## config.mk

```make
export PLATFORM = sky130hd
export DESIGN_NAME = burst_map_top
export DESIGN_NICKNAME = d
export VERILOG_FILES = /design/src/common/burst_cfg_pkg.sv /design/src/common/burst_types_pkg.sv /design/src/common/sub_req_if.sv /design/src/burst_map/burst_gearbox.sv /design/src/design/burst_map_top.sv /design/src/design/handoff_reg.sv /design/src/design/rsp_merge.sv
export SDC_FILE = /design/constraint.sdc
export NUM_CORES = 1
export LEC_CHECK = 0
export BUFFER_PORTS_ARGS = -buffer_cell sky130_fd_sc_hd__buf_2
export CAP_MARGIN = 20
export CORE_MARGIN = 2
export CORE_UTILIZATION = 40
export CTS_BUF_LIST = sky130_fd_sc_hd__clkbuf_8
export DETAILED_ROUTE_END_ITERATION = 7
export HOLD_SLACK_MARGIN = 0.08
export SYNTH_ARGS = -nofsm -noshare
export SYNTH_HDL_FRONTEND = slang
export SYNTH_SLANG_ARGS = --single-unit
export TNS_END_PERCENT = 100
```

## constraint.sdc

```tcl
create_clock -name clk -period 5.3 [get_ports clk]
set_input_delay 0.795 -clock clk [delete_from_list [all_inputs] [get_ports clk]]
set_output_delay 0.795 -clock clk [all_outputs]
set_load 0.01 [all_outputs]
```

## src/common/burst_cfg_pkg.sv

```systemverilog
// Width and depth constants for the burst splitting adapter.
// Length fields of both sides hold beats minus one.
`default_nettype none

package burst_cfg_pkg;

    // Beat address width, in units of beats rather than bytes
    localparam int ADDR_W = 16;

    // Requester length field, up to 64 beats
    localparam int M_LEN_W = 6;

    // Port length field, up to 8 beats per burst
    localparam int S_LEN_W = 3;

    // Requester id width
    localparam int ID_W = 4;

    // Default number of sub-bursts that may wait for a port response
    localparam int RSP_DEPTH_DEF = 8;

endpackage

`default_nettype wire

```

## src/common/burst_types_pkg.sv

```systemverilog
// Payload structs for the requester side of the adapter.
// Field widths follow burst_cfg_pkg.
`default_nettype none

package burst_types_pkg;

    import burst_cfg_pkg::*;

    // One requester burst as seen on the request channel
    typedef struct packed {
        logic [ADDR_W-1:0]  addr;
        // Beats minus one
        logic [M_LEN_W-1:0] len;
        logic [ID_W-1:0]    id;
    } m_req_t;

    // One merged response returned to the requester
    typedef struct packed {
        logic [ID_W-1:0] id;
        // OR of the error bits of all sub-burst responses
        logic            err;
    } m_rsp_t;

endpackage

`default_nettype wire

```

## src/common/sub_req_if.sv

```systemverilog
// Sub-burst request channel between the gearbox and the response merger.
// A transfer happens when valid and ready are both high.
`timescale 1ns/1ps
`default_nettype none

interface sub_req_if import burst_cfg_pkg::*; ();

    logic               valid;
    logic               ready;
    // Beat address of the first beat of this sub-burst
    logic [ADDR_W-1:0]  addr;
    // Port length field, beats minus one
    logic [S_LEN_W-1:0] len;
    // Id of the requester burst this sub-burst belongs to
    logic [ID_W-1:0]    id;
    // Set on the sub-burst that closes its requester burst
    logic               last;

    // The gearbox drives the payload and holds it stable while stalled
    modport src (
        output valid,
        output addr,
        output len,
        output id,
        output last,
        input  ready
    );

    // The merger forwards the payload to the port and records id and last
    modport dst (
        input  valid,
        input  addr,
        input  len,
        input  id,
        input  last,
        output ready
    );

endinterface

`default_nettype wire

```

## src/burst_map/burst_gearbox.sv

```systemverilog
// Splits a requester burst of up to 64 beats into port bursts of up to 8 beats.
// With NATURAL_ALIGNMENT each sub-burst start is a multiple of its own length.
// One requester burst is split at a time.
`timescale 1ns/1ps
`default_nettype none

module burst_gearbox import burst_cfg_pkg::*; import burst_types_pkg::*; #(
    parameter bit NATURAL_ALIGNMENT = 1'b1
) (
    input  logic   clk,
    input  logic   reset_n,
    input  logic   m_valid,
    input  m_req_t m_req,
    output logic   m_ready,
    sub_req_if.src sub
);

    // Remaining beats need one more bit than the length field
    localparam int REM_W     = M_LEN_W + 1;
    // Beats of one sub-burst, 1 to MAX_BEATS
    localparam int BEAT_W    = S_LEN_W + 1;
    localparam int MAX_BEATS = 1 << S_LEN_W;

    logic              busy;
    logic [ADDR_W-1:0] cur_addr;
    logic [REM_W-1:0]  rem_beats;
    logic [ID_W-1:0]   cur_id;
    logic [BEAT_W-1:0] sub_beats;
    logic              sub_xfer;
    logic              m_xfer;

    // Length of the next sub-burst for a given start address and remaining count
    function automatic logic [BEAT_W-1:0] pick_beats(
        input logic [ADDR_W-1:0] addr,
        input logic [REM_W-1:0]  rem
    );
        logic [REM_W-1:0]  cap;
        logic [BEAT_W-1:0] beats;
        cap   = (rem > REM_W'(MAX_BEATS)) ? REM_W'(MAX_BEATS) : rem;
        beats = cap[BEAT_W-1:0];
        if (NATURAL_ALIGNMENT)
        begin
            // Both conditions hold for every smaller power once they hold,
            // so the last match in the ascending scan is the largest one
            beats = BEAT_W'(1);
            for (int k = 0; k <= S_LEN_W; k++)
            begin
                if ((cap >= REM_W'(1 << k)) &&
                    ((addr & ADDR_W'((1 << k) - 1)) == '0))
                    beats = BEAT_W'(1 << k);
            end
        end
        return beats;
    endfunction

    assign sub_beats = pick_beats(cur_addr, rem_beats);

    assign sub.valid = busy;
    assign sub.addr  = cur_addr;
    assign sub.len   = S_LEN_W'(sub_beats - BEAT_W'(1));
    assign sub.id    = cur_id;
    // The final sub-burst covers exactly what is left
    assign sub.last  = (rem_beats == REM_W'(sub_beats));

    assign sub_xfer = sub.valid && sub.ready;

    // Take the next burst when idle or while the final sub-burst leaves
    assign m_ready = !busy || (sub_xfer && sub.last);
    assign m_xfer  = m_valid && m_ready;

    always_ff @(posedge clk)
    begin
        if (!reset_n)
            busy <= 1'b0;
        else if (m_ready)
            busy <= m_valid;
    end

    // Split state is loaded on accept and advanced on every sub-burst transfer
    always_ff @(posedge clk)
    begin
        if (m_xfer)
        begin
            cur_addr  <= m_req.addr;
            rem_beats <= REM_W'(m_req.len) + REM_W'(1);
            cur_id    <= m_req.id;
        end
        else if (sub_xfer)
        begin
            cur_addr  <= cur_addr + ADDR_W'(sub_beats);
            rem_beats <= rem_beats - REM_W'(sub_beats);
        end
    end

endmodule

`default_nettype wire

```

## src/design/burst_map_top.sv

```systemverilog
// Burst splitting adapter between a requester and a memory port.
// Requester bursts up to 64 beats, port bursts up to 8 beats.
// One merged response returns per requester burst, in request order.
`timescale 1ns/1ps
`default_nettype none

module burst_map_top import burst_cfg_pkg::*; import burst_types_pkg::*; #(
    parameter bit NATURAL_ALIGNMENT = 1'b1,
    parameter int RSP_DEPTH         = RSP_DEPTH_DEF
) (
    input  logic               clk,
    input  logic               reset_n,
    input  logic               req_valid,
    output logic               req_ready,
    input  logic [ADDR_W-1:0]  req_addr,
    input  logic [M_LEN_W-1:0] req_len,
    input  logic [ID_W-1:0]    req_id,
    output logic               sub_valid,
    input  logic               sub_ready,
    output logic [ADDR_W-1:0]  sub_addr,
    output logic [S_LEN_W-1:0] sub_len,
    input  logic               prsp_valid,
    output logic               prsp_ready,
    input  logic               prsp_err,
    output logic               rsp_valid,
    input  logic               rsp_ready,
    output logic [ID_W-1:0]    rsp_id,
    output logic               rsp_err
);

    m_req_t req_in;
    m_req_t gb_req;
    logic   gb_valid;
    logic   gb_ready;
    m_rsp_t mrg_rsp;
    logic   mrg_valid;
    logic   mrg_ready;
    m_rsp_t rsp_out;

    sub_req_if sub_bus ();

    assign req_in.addr = req_addr;
    assign req_in.len  = req_len;
    assign req_in.id   = req_id;

    // Registered request stage ahead of the gearbox
    handoff_reg #(
        .payload_t(m_req_t)
    ) req_stage (
        .clk       (clk),
        .reset_n   (reset_n),
        .in_valid  (req_valid),
        .in_data   (req_in),
        .in_ready  (req_ready),
        .out_valid (gb_valid),
        .out_data  (gb_req),
        .out_ready (gb_ready)
    );

    burst_gearbox #(
        .NATURAL_ALIGNMENT(NATURAL_ALIGNMENT)
    ) burst_gearbox_i (
        .clk     (clk),
        .reset_n (reset_n),
        .m_valid (gb_valid),
        .m_req   (gb_req),
        .m_ready (gb_ready),
        .sub     (sub_bus.src)
    );

    rsp_merge #(
        .RSP_DEPTH(RSP_DEPTH)
    ) rsp_merge_i (
        .clk        (clk),
        .reset_n    (reset_n),
        .sub        (sub_bus.dst),
        .sub_valid  (sub_valid),
        .sub_ready  (sub_ready),
        .sub_addr   (sub_addr),
        .sub_len    (sub_len),
        .prsp_valid (prsp_valid),
        .prsp_ready (prsp_ready),
        .prsp_err   (prsp_err),
        .out_valid  (mrg_valid),
        .out_rsp    (mrg_rsp),
        .out_ready  (mrg_ready)
    );

    // Its in_ready is what throttles the port responses
    handoff_reg #(
        .payload_t(m_rsp_t)
    ) rsp_stage (
        .clk       (clk),
        .reset_n   (reset_n),
        .in_valid  (mrg_valid),
        .in_data   (mrg_rsp),
        .in_ready  (mrg_ready),
        .out_valid (rsp_valid),
        .out_data  (rsp_out),
        .out_ready (rsp_ready)
    );

    assign rsp_id  = rsp_out.id;
    assign rsp_err = rsp_out.err;

endmodule

`default_nettype wire

```

## src/design/handoff_reg.sv

```systemverilog
// Two-entry valid/ready register stage. Both sides see registered signals.
// in_ready is low in reset and drops later only when both entries hold data.
`timescale 1ns/1ps
`default_nettype none

module handoff_reg #(
    parameter type payload_t = logic
) (
    input  logic     clk,
    input  logic     reset_n,
    input  logic     in_valid,
    input  payload_t in_data,
    output logic     in_ready,
    output logic     out_valid,
    output payload_t out_data,
    input  logic     out_ready
);

    // The skid entry catches the word that arrives while the output stalls
    logic     skid_valid;
    payload_t skid_data;
    logic     in_xfer;
    logic     load_main;
    logic     skid_valid_nxt;

    assign in_xfer = in_valid && in_ready;

    // The output entry may be refilled when it is empty or draining
    assign load_main = !out_valid || out_ready;

    always_comb
    begin
        skid_valid_nxt = skid_valid;
        if (load_main)
            skid_valid_nxt = 1'b0;
        else if (in_xfer)
            skid_valid_nxt = 1'b1;
    end

    always_ff @(posedge clk)
    begin
        if (!reset_n)
        begin
            out_valid  <= 1'b0;
            skid_valid <= 1'b0;
            in_ready   <= 1'b0;
        end
        else
        begin
            skid_valid <= skid_valid_nxt;
            // Accept again as soon as the skid entry is free
            in_ready   <= !skid_valid_nxt;
            if (load_main)
                out_valid <= skid_valid || in_xfer;
        end
    end

    // Payload registers of the output entry and the skid entry
    always_ff @(posedge clk)
    begin
        if (load_main)
            out_data <= skid_valid ? skid_data : in_data;
        else if (in_xfer)
            skid_data <= in_data;
    end

endmodule

`default_nettype wire

```

## src/design/rsp_merge.sv

```systemverilog
// Forwards sub-bursts to the port and merges in-order port responses.
// The port must answer every sub-burst once and in issue order.
// At most RSP_DEPTH sub-bursts wait for a response at any time.
`timescale 1ns/1ps
`default_nettype none

module rsp_merge import burst_cfg_pkg::*; import burst_types_pkg::*; #(
    parameter int RSP_DEPTH = RSP_DEPTH_DEF
) (
    input  logic               clk,
    input  logic               reset_n,
    sub_req_if.dst             sub,
    output logic               sub_valid,
    input  logic               sub_ready,
    output logic [ADDR_W-1:0]  sub_addr,
    output logic [S_LEN_W-1:0] sub_len,
    input  logic               prsp_valid,
    output logic               prsp_ready,
    input  logic               prsp_err,
    output logic               out_valid,
    output m_rsp_t             out_rsp,
    input  logic               out_ready
);

    localparam int PTR_W = (RSP_DEPTH > 1) ? $clog2(RSP_DEPTH) : 1;
    localparam int CNT_W = $clog2(RSP_DEPTH + 1);

    // Each entry holds {last, id} of one issued sub-burst
    logic [ID_W:0]      trk_mem [RSP_DEPTH];
    logic [PTR_W-1:0]   wr_ptr;
    logic [PTR_W-1:0]   rd_ptr;
    logic [CNT_W-1:0]   count;
    logic               full;
    logic               push;
    logic               pop;
    logic               head_last;
    logic [ID_W-1:0]    head_id;
    logic               err_acc;

    assign full = (count == CNT_W'(RSP_DEPTH));

    // Request side is combinational and stalls while the tracker is full
    assign sub_valid = sub.valid && !full;
    assign sub.ready = sub_ready && !full;
    assign sub_addr  = sub.addr;
    assign sub_len   = sub.len;
    assign push      = sub.valid && sub.ready;

    assign {head_last, head_id} = trk_mem[rd_ptr];

    // A closing response needs room downstream, so the port waits on it
    assign prsp_ready = out_ready;
    assign pop        = prsp_valid && prsp_ready && (count != '0);

    assign out_valid   = prsp_valid && head_last && (count != '0);
    assign out_rsp.id  = head_id;
    assign out_rsp.err = err_acc || prsp_err;

    always_ff @(posedge clk)
    begin
        if (push)
            trk_mem[wr_ptr] <= {sub.last, sub.id};
    end

    always_ff @(posedge clk)
    begin
        if (!reset_n)
        begin
            wr_ptr  <= '0;
            rd_ptr  <= '0;
            count   <= '0;
            err_acc <= 1'b0;
        end
        else
        begin
            if (push)
                wr_ptr <= (wr_ptr == PTR_W'(RSP_DEPTH - 1)) ? '0 : wr_ptr + PTR_W'(1);
            if (pop)
            begin
                rd_ptr  <= (rd_ptr == PTR_W'(RSP_DEPTH - 1)) ? '0 : rd_ptr + PTR_W'(1);
                // Error state restarts with each requester burst
                err_acc <= head_last ? 1'b0 : (err_acc || prsp_err);
            end
            if (push && !pop)
                count <= count + CNT_W'(1);
            else if (pop && !push)
                count <= count - CNT_W'(1);
        end
    end

endmodule

`default_nettype wire

```

* After elaboration in Yosys (flattened, before gate mapping)
Memories as Yosys holds them, arrays and structs flattened. A register that Yosys moved wholly into a read port is not among the register bits. Index checks and enable logic that the tools add are counted.
Cells by class: $add $sub $neg 8, magnitude comparators 4, equality and inequality tests 4, muxes and demuxes 23, bitwise gates (word level) 2, reduce and logical (&&, ||, !) cells 38
Operators with widths (count):
- $logic_not A16 Y1 | 3
- $mux W16 | 2
- $mux W26 | 1
- $mux W7 | 3
- $add A16 B4 Y16 | 1
- $logic_and A1 B1 Y1 | 16
- $mux W4 | 4
- $mux W3 | 4
- $logic_not A1 Y1 | 8
- $add A6 B1 Y7 const B | 1
- $eq A7 B4 Y1 | 1
- $ge A7 B2 Y1 const B | 1
- $ge A7 B3 Y1 const B | 1
- $ge A7 B4 Y1 const B | 1
- $gt A7 B4 Y1 const B | 1
- $mux W1 | 7
- $sub A7 B4 Y7 | 1
- $add A3 B1 Y3 const B | 2
- $eq A3 B3 Y1 const B | 2
- $logic_or A1 B1 Y1 | 6
- $mux W5 | 1
- $add A4 B1 Y4 const B | 1
- $eq A4 B4 Y1 const B | 1
- $reduce_and A2 Y1 | 2
- other kinds (6) | 8
Storage, ports and cells: register bits after elaboration 107, bits in writable memories 40, input port bits 33, output and inout port bits 28, word-level logic and storage cells 104, memories kept 1
Memories:
- rsp_merge_i.trk_mem | depth 8, bits a word 5, rd ports 1, clocked after memory_dff 1, write ports 1, line rsp_merge.sv:29 | logic [ID_W:0] trk_mem [RSP_DEPTH];

* Longest topological paths before layout
depth after elaboration 13, depth in mapped cells 13, gate-level depth less buffers 11

* Modules after synthesis
Synthesis repeated with hierarchy kept, for this count alone.
Second synthesis, totals: cells, all modules 473, area, all modules 6994.2 um2
By module, submodules not included:
- rsp_merge | times used 1, cells an instance 165, area an instance 2451.1 um2, seq. area each 1481.4 um2
- handoff_reg at req_stage | times used 1, cells an instance 91, area an instance 2094.5 um2, seq. area each 1621.6 um2
- burst_gearbox | times used 1, cells an instance 191, area an instance 1951.9 um2, seq. area each 830.8 um2
- handoff_reg at rsp_stage | times used 1, cells an instance 26, area an instance 496.7 um2, seq. area each 360.3 um2

* Worst setup path before layout
OpenSTA, ideal clock, no wires.
path type reg2reg, start point register burst_gearbox_i.rem_beats[5], end point register req_stage.skid_data[0] in the netlist's numbering, enable pin, setup time 0.409 ns, arrival 3.996 ns, data required time 4.891 ns, setup slack 0.895 ns, cell stages (with the launch flop) 13, buffers on the path 2, period minus slack after synthesis 4.405 ns, cell sequence edfxtp_1 -> or3_1 -> buf_2 -> nor3_1 -> a21o_1 -> inv_1 -> nand2_1 -> ha_1 -> nand4_1 -> o41a_1 -> buf_2 -> nand2_1 -> nor2_1
Between the ends: word-level cells in the longest chain between the ends 13, elaborated cells between the ends (all ways) 17, classes of those cells 4 x order compare; 1 x eq/ne; 4 x mux; 1 x bitwise; 7 x reduce/logical
RTL lines:
- start: declaration | line burst_gearbox.sv:26 | logic [REM_W-1:0] rem_beats;
- start signal: assignment | line burst_gearbox.sv:85 | rem_beats <= REM_W'(m_req.len) + REM_W'(1);
- start signal: assignment | line burst_gearbox.sv:91 | rem_beats <= rem_beats - REM_W'(sub_beats);
- $gt A7 B4 Y1 | line burst_gearbox.sv:39 | cap = (rem > REM_W'(MAX_BEATS)) ? REM_W'(MAX_BEATS) : rem;
- $mux W7 | line burst_gearbox.sv:39
- $ge A7 B2 Y1 | line burst_gearbox.sv:48 | if ((cap >= REM_W'(1 << k)) &&
- $logic_and A1 B1 Y1 | line burst_gearbox.sv:48
- $mux W2 | line burst_gearbox.sv:48
- $mux W4 (2 in a row) | line burst_gearbox.sv:48
- $eq A7 B4 Y1 (*) | line burst_gearbox.sv:63 | assign sub.last = (rem_beats == REM_W'(sub_beats));
- $logic_and A1 B1 Y1 (*) | line burst_gearbox.sv:68 | assign m_ready = !busy || (sub_xfer && sub.last);
- $logic_or A1 B1 Y1 (*) | line burst_gearbox.sv:68
- $logic_or A1 B1 Y1 (*) | line handoff_reg.sv:29 | assign load_main = !out_valid || out_ready;
- via req_stage.load_main | line handoff_reg.sv:23 | logic load_main;
- $not A1 Y1 (no source line) (*)
- $reduce_and A2 Y1 (no source line) (*)
- end signal: assignment | line handoff_reg.sv:64 | skid_data <= in_data;
- end: declaration | line handoff_reg.sv:21 | payload_t skid_data;
The timed path passes the listed nets; every way through them passes the cells marked *. A chain may end at the register's enable or synchronous reset.

* Final worst setup path
start point register burst_gearbox_i.rem_beats[5], end point register burst_gearbox_i.cur_addr[0], in the netlist burst_gearbox_i.sub.addr[0], enable pin
Between the ends: word-level cells in the longest chain between the ends 12, elaborated cells between the ends (all ways) 16, classes of those cells 4 x order compare; 1 x eq/ne; 4 x mux; 7 x reduce/logical
RTL lines:
- $gt A7 B4 Y1 | line burst_gearbox.sv:39
- $mux W7 | line burst_gearbox.sv:39
- $ge A7 B2 Y1 | line burst_gearbox.sv:48
- $logic_and A1 B1 Y1 | line burst_gearbox.sv:48
- $mux W2 | line burst_gearbox.sv:48
- $mux W4 (2 in a row) | line burst_gearbox.sv:48
- $eq A7 B4 Y1 (*) | line burst_gearbox.sv:63
- $logic_and A1 B1 Y1 (*) | line burst_gearbox.sv:68
- $logic_or A1 B1 Y1 (*) | line burst_gearbox.sv:68
- $logic_and A1 B1 Y1 (*) | line burst_gearbox.sv:69 | assign m_xfer = m_valid && m_ready;
- $reduce_bool A2 Y1 (no source line) (*)
- end signal: assignment | line burst_gearbox.sv:84 | cur_addr <= m_req.addr;
- end signal: assignment | line burst_gearbox.sv:90 | cur_addr <= cur_addr + ADDR_W'(sub_beats);
- end: declaration | line burst_gearbox.sv:25 | logic [ADDR_W-1:0] cur_addr;
Mark *: on every way between the ends. The rest lies on a longest branch, timed or not.

==> results.md <==
- Critical Path End Type: flop
- Final hold violation count: 0
- PnR worst setup slack: approximately 1200 ps
- WP data arrival: 4200 ps
- Initial Util: 41.0%
- Critical Path RT: between 5000 and 6000 ps
- Finished Core Util: approximately 47%
- Pwr dens: ~350 nW/µm²
- Most common cell after layout, fill and taps aside: edfxtp_1
- # IOs: between 60 and 70
- HPWL after detailed placement: 9000 µm
- Total Routing Usage GR: around 15%
- Hold_ws: 428 ps
- Rows: 46
- Placer congestion estimate: about 0.82
- Worst min-delay path class: reg -> reg
- Crit-path max FO: 23
- Vias in the first global route: ~4000
- Detailed-route wire length per cell: about 17 µm
- CTS Hold Bufs: 0
- Worst skew pair latency: between 400 and 500 ps
- Antenna violations before repair: 0
- Largest net degree at the start of global routing: 31
- Synth warn: 0
- IO Port Bufs: 60
- Peak VDD IR: 0.182 mV
- Final layout net count: between 500 and 600
- Post-synth cell types: 53
- Fill cells: 1431
- DRC: 0
- DRT iter0 DRCs: ~240
- Multi-input gate area: roughly 2100 µm²
- Worst setup SP type: flop
- Post-synth ARST share: 0%
- Area grow syn2layout: 15.0%
- Worst Tran Pin Value: between 900 and 1000 ps
- Vias per cell: ~5.3
- Mapped Area: ~6500 µm²
- Post-Syn Nets: 489
- Mapped Cells: between 400 and 500
- Core Footprint: between 15000 and 20000 µm²
- Vias: 3906
- # setup viols final: 0
- Layout cells sized above 1: 29.3%
- Slew Limit Fails: 0
- Die area: 17400 µm²
- Place WS: 1300 ps
- Root Buffer: clkbuf_8
- Htree depth: 4
- Maximum clock path buffer count: 2
- P_leak: 2.70 nW
- Register Area: ~4300 µm²
- Setup TNS Final: 0 ps
- Busiest grt layer: met2
- # clock sinks: 150
- TritonCTS clock tree: built
- N_diodes: 0
- RSZ-0062 raised after global routing: false
- Slowest CP cell: nand2_1
- Slowest stage delay, CP: between 800 and 900 ps
- Drt total wl: between 10000 and 15000 µm
- Average cell area after synthesis: 14.9 µm²
- Global-route wire length before repair: roughly 21000 µm
- Grt met2 use: a little over a quarter
- WS Path Type: reg -> reg
- CTS Buf Count: 17
- Post-CTS Setup Inserts: 0
- Fin crit period: slightly above 4000 ps
- Die Y: 132 µm
- Met1 Usage GRT: between 10% and 20%
- Reg clk slew, reported paths: around 100 ps
- Max_cap viols: 0
- CP Cell Sequence: or3_1, nor3_1, or3_1, inv_1, nand2_1, ha_1, nand4_1, o41ai_4, nand2_2, nand2_1
- Total gr overflow: 0
- Fin crit share: between 70% and 80%
- Post-synth EDFFs: around 130
- Fmax: approximately 240 MHz
- Max_slew headroom: between 30% and 40%
- Top_reg_cell synth: edfxtp_1
- Outcome: finished, final reports clean
- Pre-antenna DRT Iters: 4
- Setup Skew: roughly 15 ps
- Die width: ~130 µm
- Sequential share of the synthesized area: between 60% and 70%
- Most frequent cells in the layout: 129 x edfxtp_1, 61 x buf_2, 35 x mux2_2
- DRT antenna net count: 0
- Number of gates resized after CTS: 0
- #FFs+latches synth: 150
- Grt met3 use: 4.61%
-- cell usage after synthesis (5+ instances only) --
cell type,n,area (µm²)
dfxtp_1,21,420
nand3_1,10,50.1
clkbuf_1,10,37.5
mux4_2,10,225
nand2_1,19,71.3
edfxtp_1,129,3870
xor2_1,6,52.6
ha_1,16,200
o21ai_0,10,50.1
nor2_1,18,67.6
xnor2_1,5,43.8
nor3_1,19,95.1
inv_1,13,48.8
o21a_1,5,37.5
a31oi_1,9,56.3
mux2_2,35,394
a21oi_1,16,80.1
or3_1,12,75.1
mux2i_1,7,70.1
-- registers in the layout, summed over array words and instances, names as in the netlist, named ones only --
register	cells
rsp_merge_i.wr_ptr	3
rsp_stage.out_data	5
burst_gearbox_i.sub.valid	1
burst_gearbox_i.sub.id	4
rsp_stage.skid_valid	1
rsp_merge_i.err_acc	1
req_stage.out_valid	1
req_stage.in_ready	1
rsp_merge_i.count	4
burst_gearbox_i.rem_beats	7
burst_gearbox_i.sub.addr	16
rsp_merge_i.trk_mem	40
req_stage.skid_data	26
req_stage.skid_valid	1
req_stage.out_data	26
rsp_stage.out_valid	1
rsp_stage.in_ready	1
rsp_stage.skid_data	5
rsp_merge_i.rd_ptr	3
-- where the power goes --
| part | internal, mW | leakage (nW) | switching [mW] |
|---|---|---|---|
| registers | 1.34 | 1.40 | 0.0515 |
| logic | 0.147 | 1.08 | 0.159 |
| clock network | 0.402 | 0.210 | 0.499 |
| total | 1.89 | 2.70 | 0.710 |
-- final timing paths --
kind                                                   start  cells after the start                     endpoint  slack [ps]
worst min-delay path                   req_stage.out_data[2]                      0    burst_gearbox_i.sub.id[2]         430
worst max register to register  burst_gearbox_i.rem_beats[5]                     10  burst_gearbox_i.sub.addr[0]        1170
worst min register to register         req_stage.out_data[2]                      0    burst_gearbox_i.sub.id[2]         430
worst max-delay path            burst_gearbox_i.rem_beats[5]                     10  burst_gearbox_i.sub.addr[0]        1170
-- routing by layer --
| layer | vias to the layer above | part of all wire [%] |
|---|---|---|
| met5 | - | 0 |
| met4 | 0 | 1.4 |
| met3 | 13 | 3.8 |
| met2 | 94 | 51 |
| met1 | 1951 | 43 |
| li1 | 1848 | - |
-- critical path: cells and delay by family, from the launching register on --
| family | cells | cell delay, ps |
|---|---|---|
| and+or+nand+nor | 7 | 2580 |
| DFF | 1 | 440 |
| AOI/OAI and AO/OA | 1 | 420 |
| adders and majority gates | 1 | 220 |
| buffers and inverters | 1 | 90 |
-- stage by stage --
step                cells  instance area [µm²]  power (mW)
finish                735                 7510        2.60
floorplan             437                 6530        1.63
detailed placement    703                 7090        1.73
CTS                   735                 7510        2.62
global placement      700                 7050        1.71
global route          735                 7510        2.71
-- cell families after synthesis --
family / after synthesis / share of synthesized area (%)
DFF: 150 / 65.7
AOI/OAI and AO/OA: 65 / 6.93
adders and majority gates: 19 / 3.98
xor gates and xnor gates: 11 / 1.47
muxes: 55 / 11.2
and+or+nand+nor: 106 / 8.60
buffers and inverters: 31 / 2.09
-- cell type report --
type                       instances  share of cell area, %
clock buffer                      17                   3.11
clock inverter                    15                   2.50
inverter                          15                  0.750
multi-input combinational        256                   28.0
sequential                       150                   57.2
tap                              216                   3.60
timing repair buffer              66                   4.86
Power figures use the tool's default switching activity.
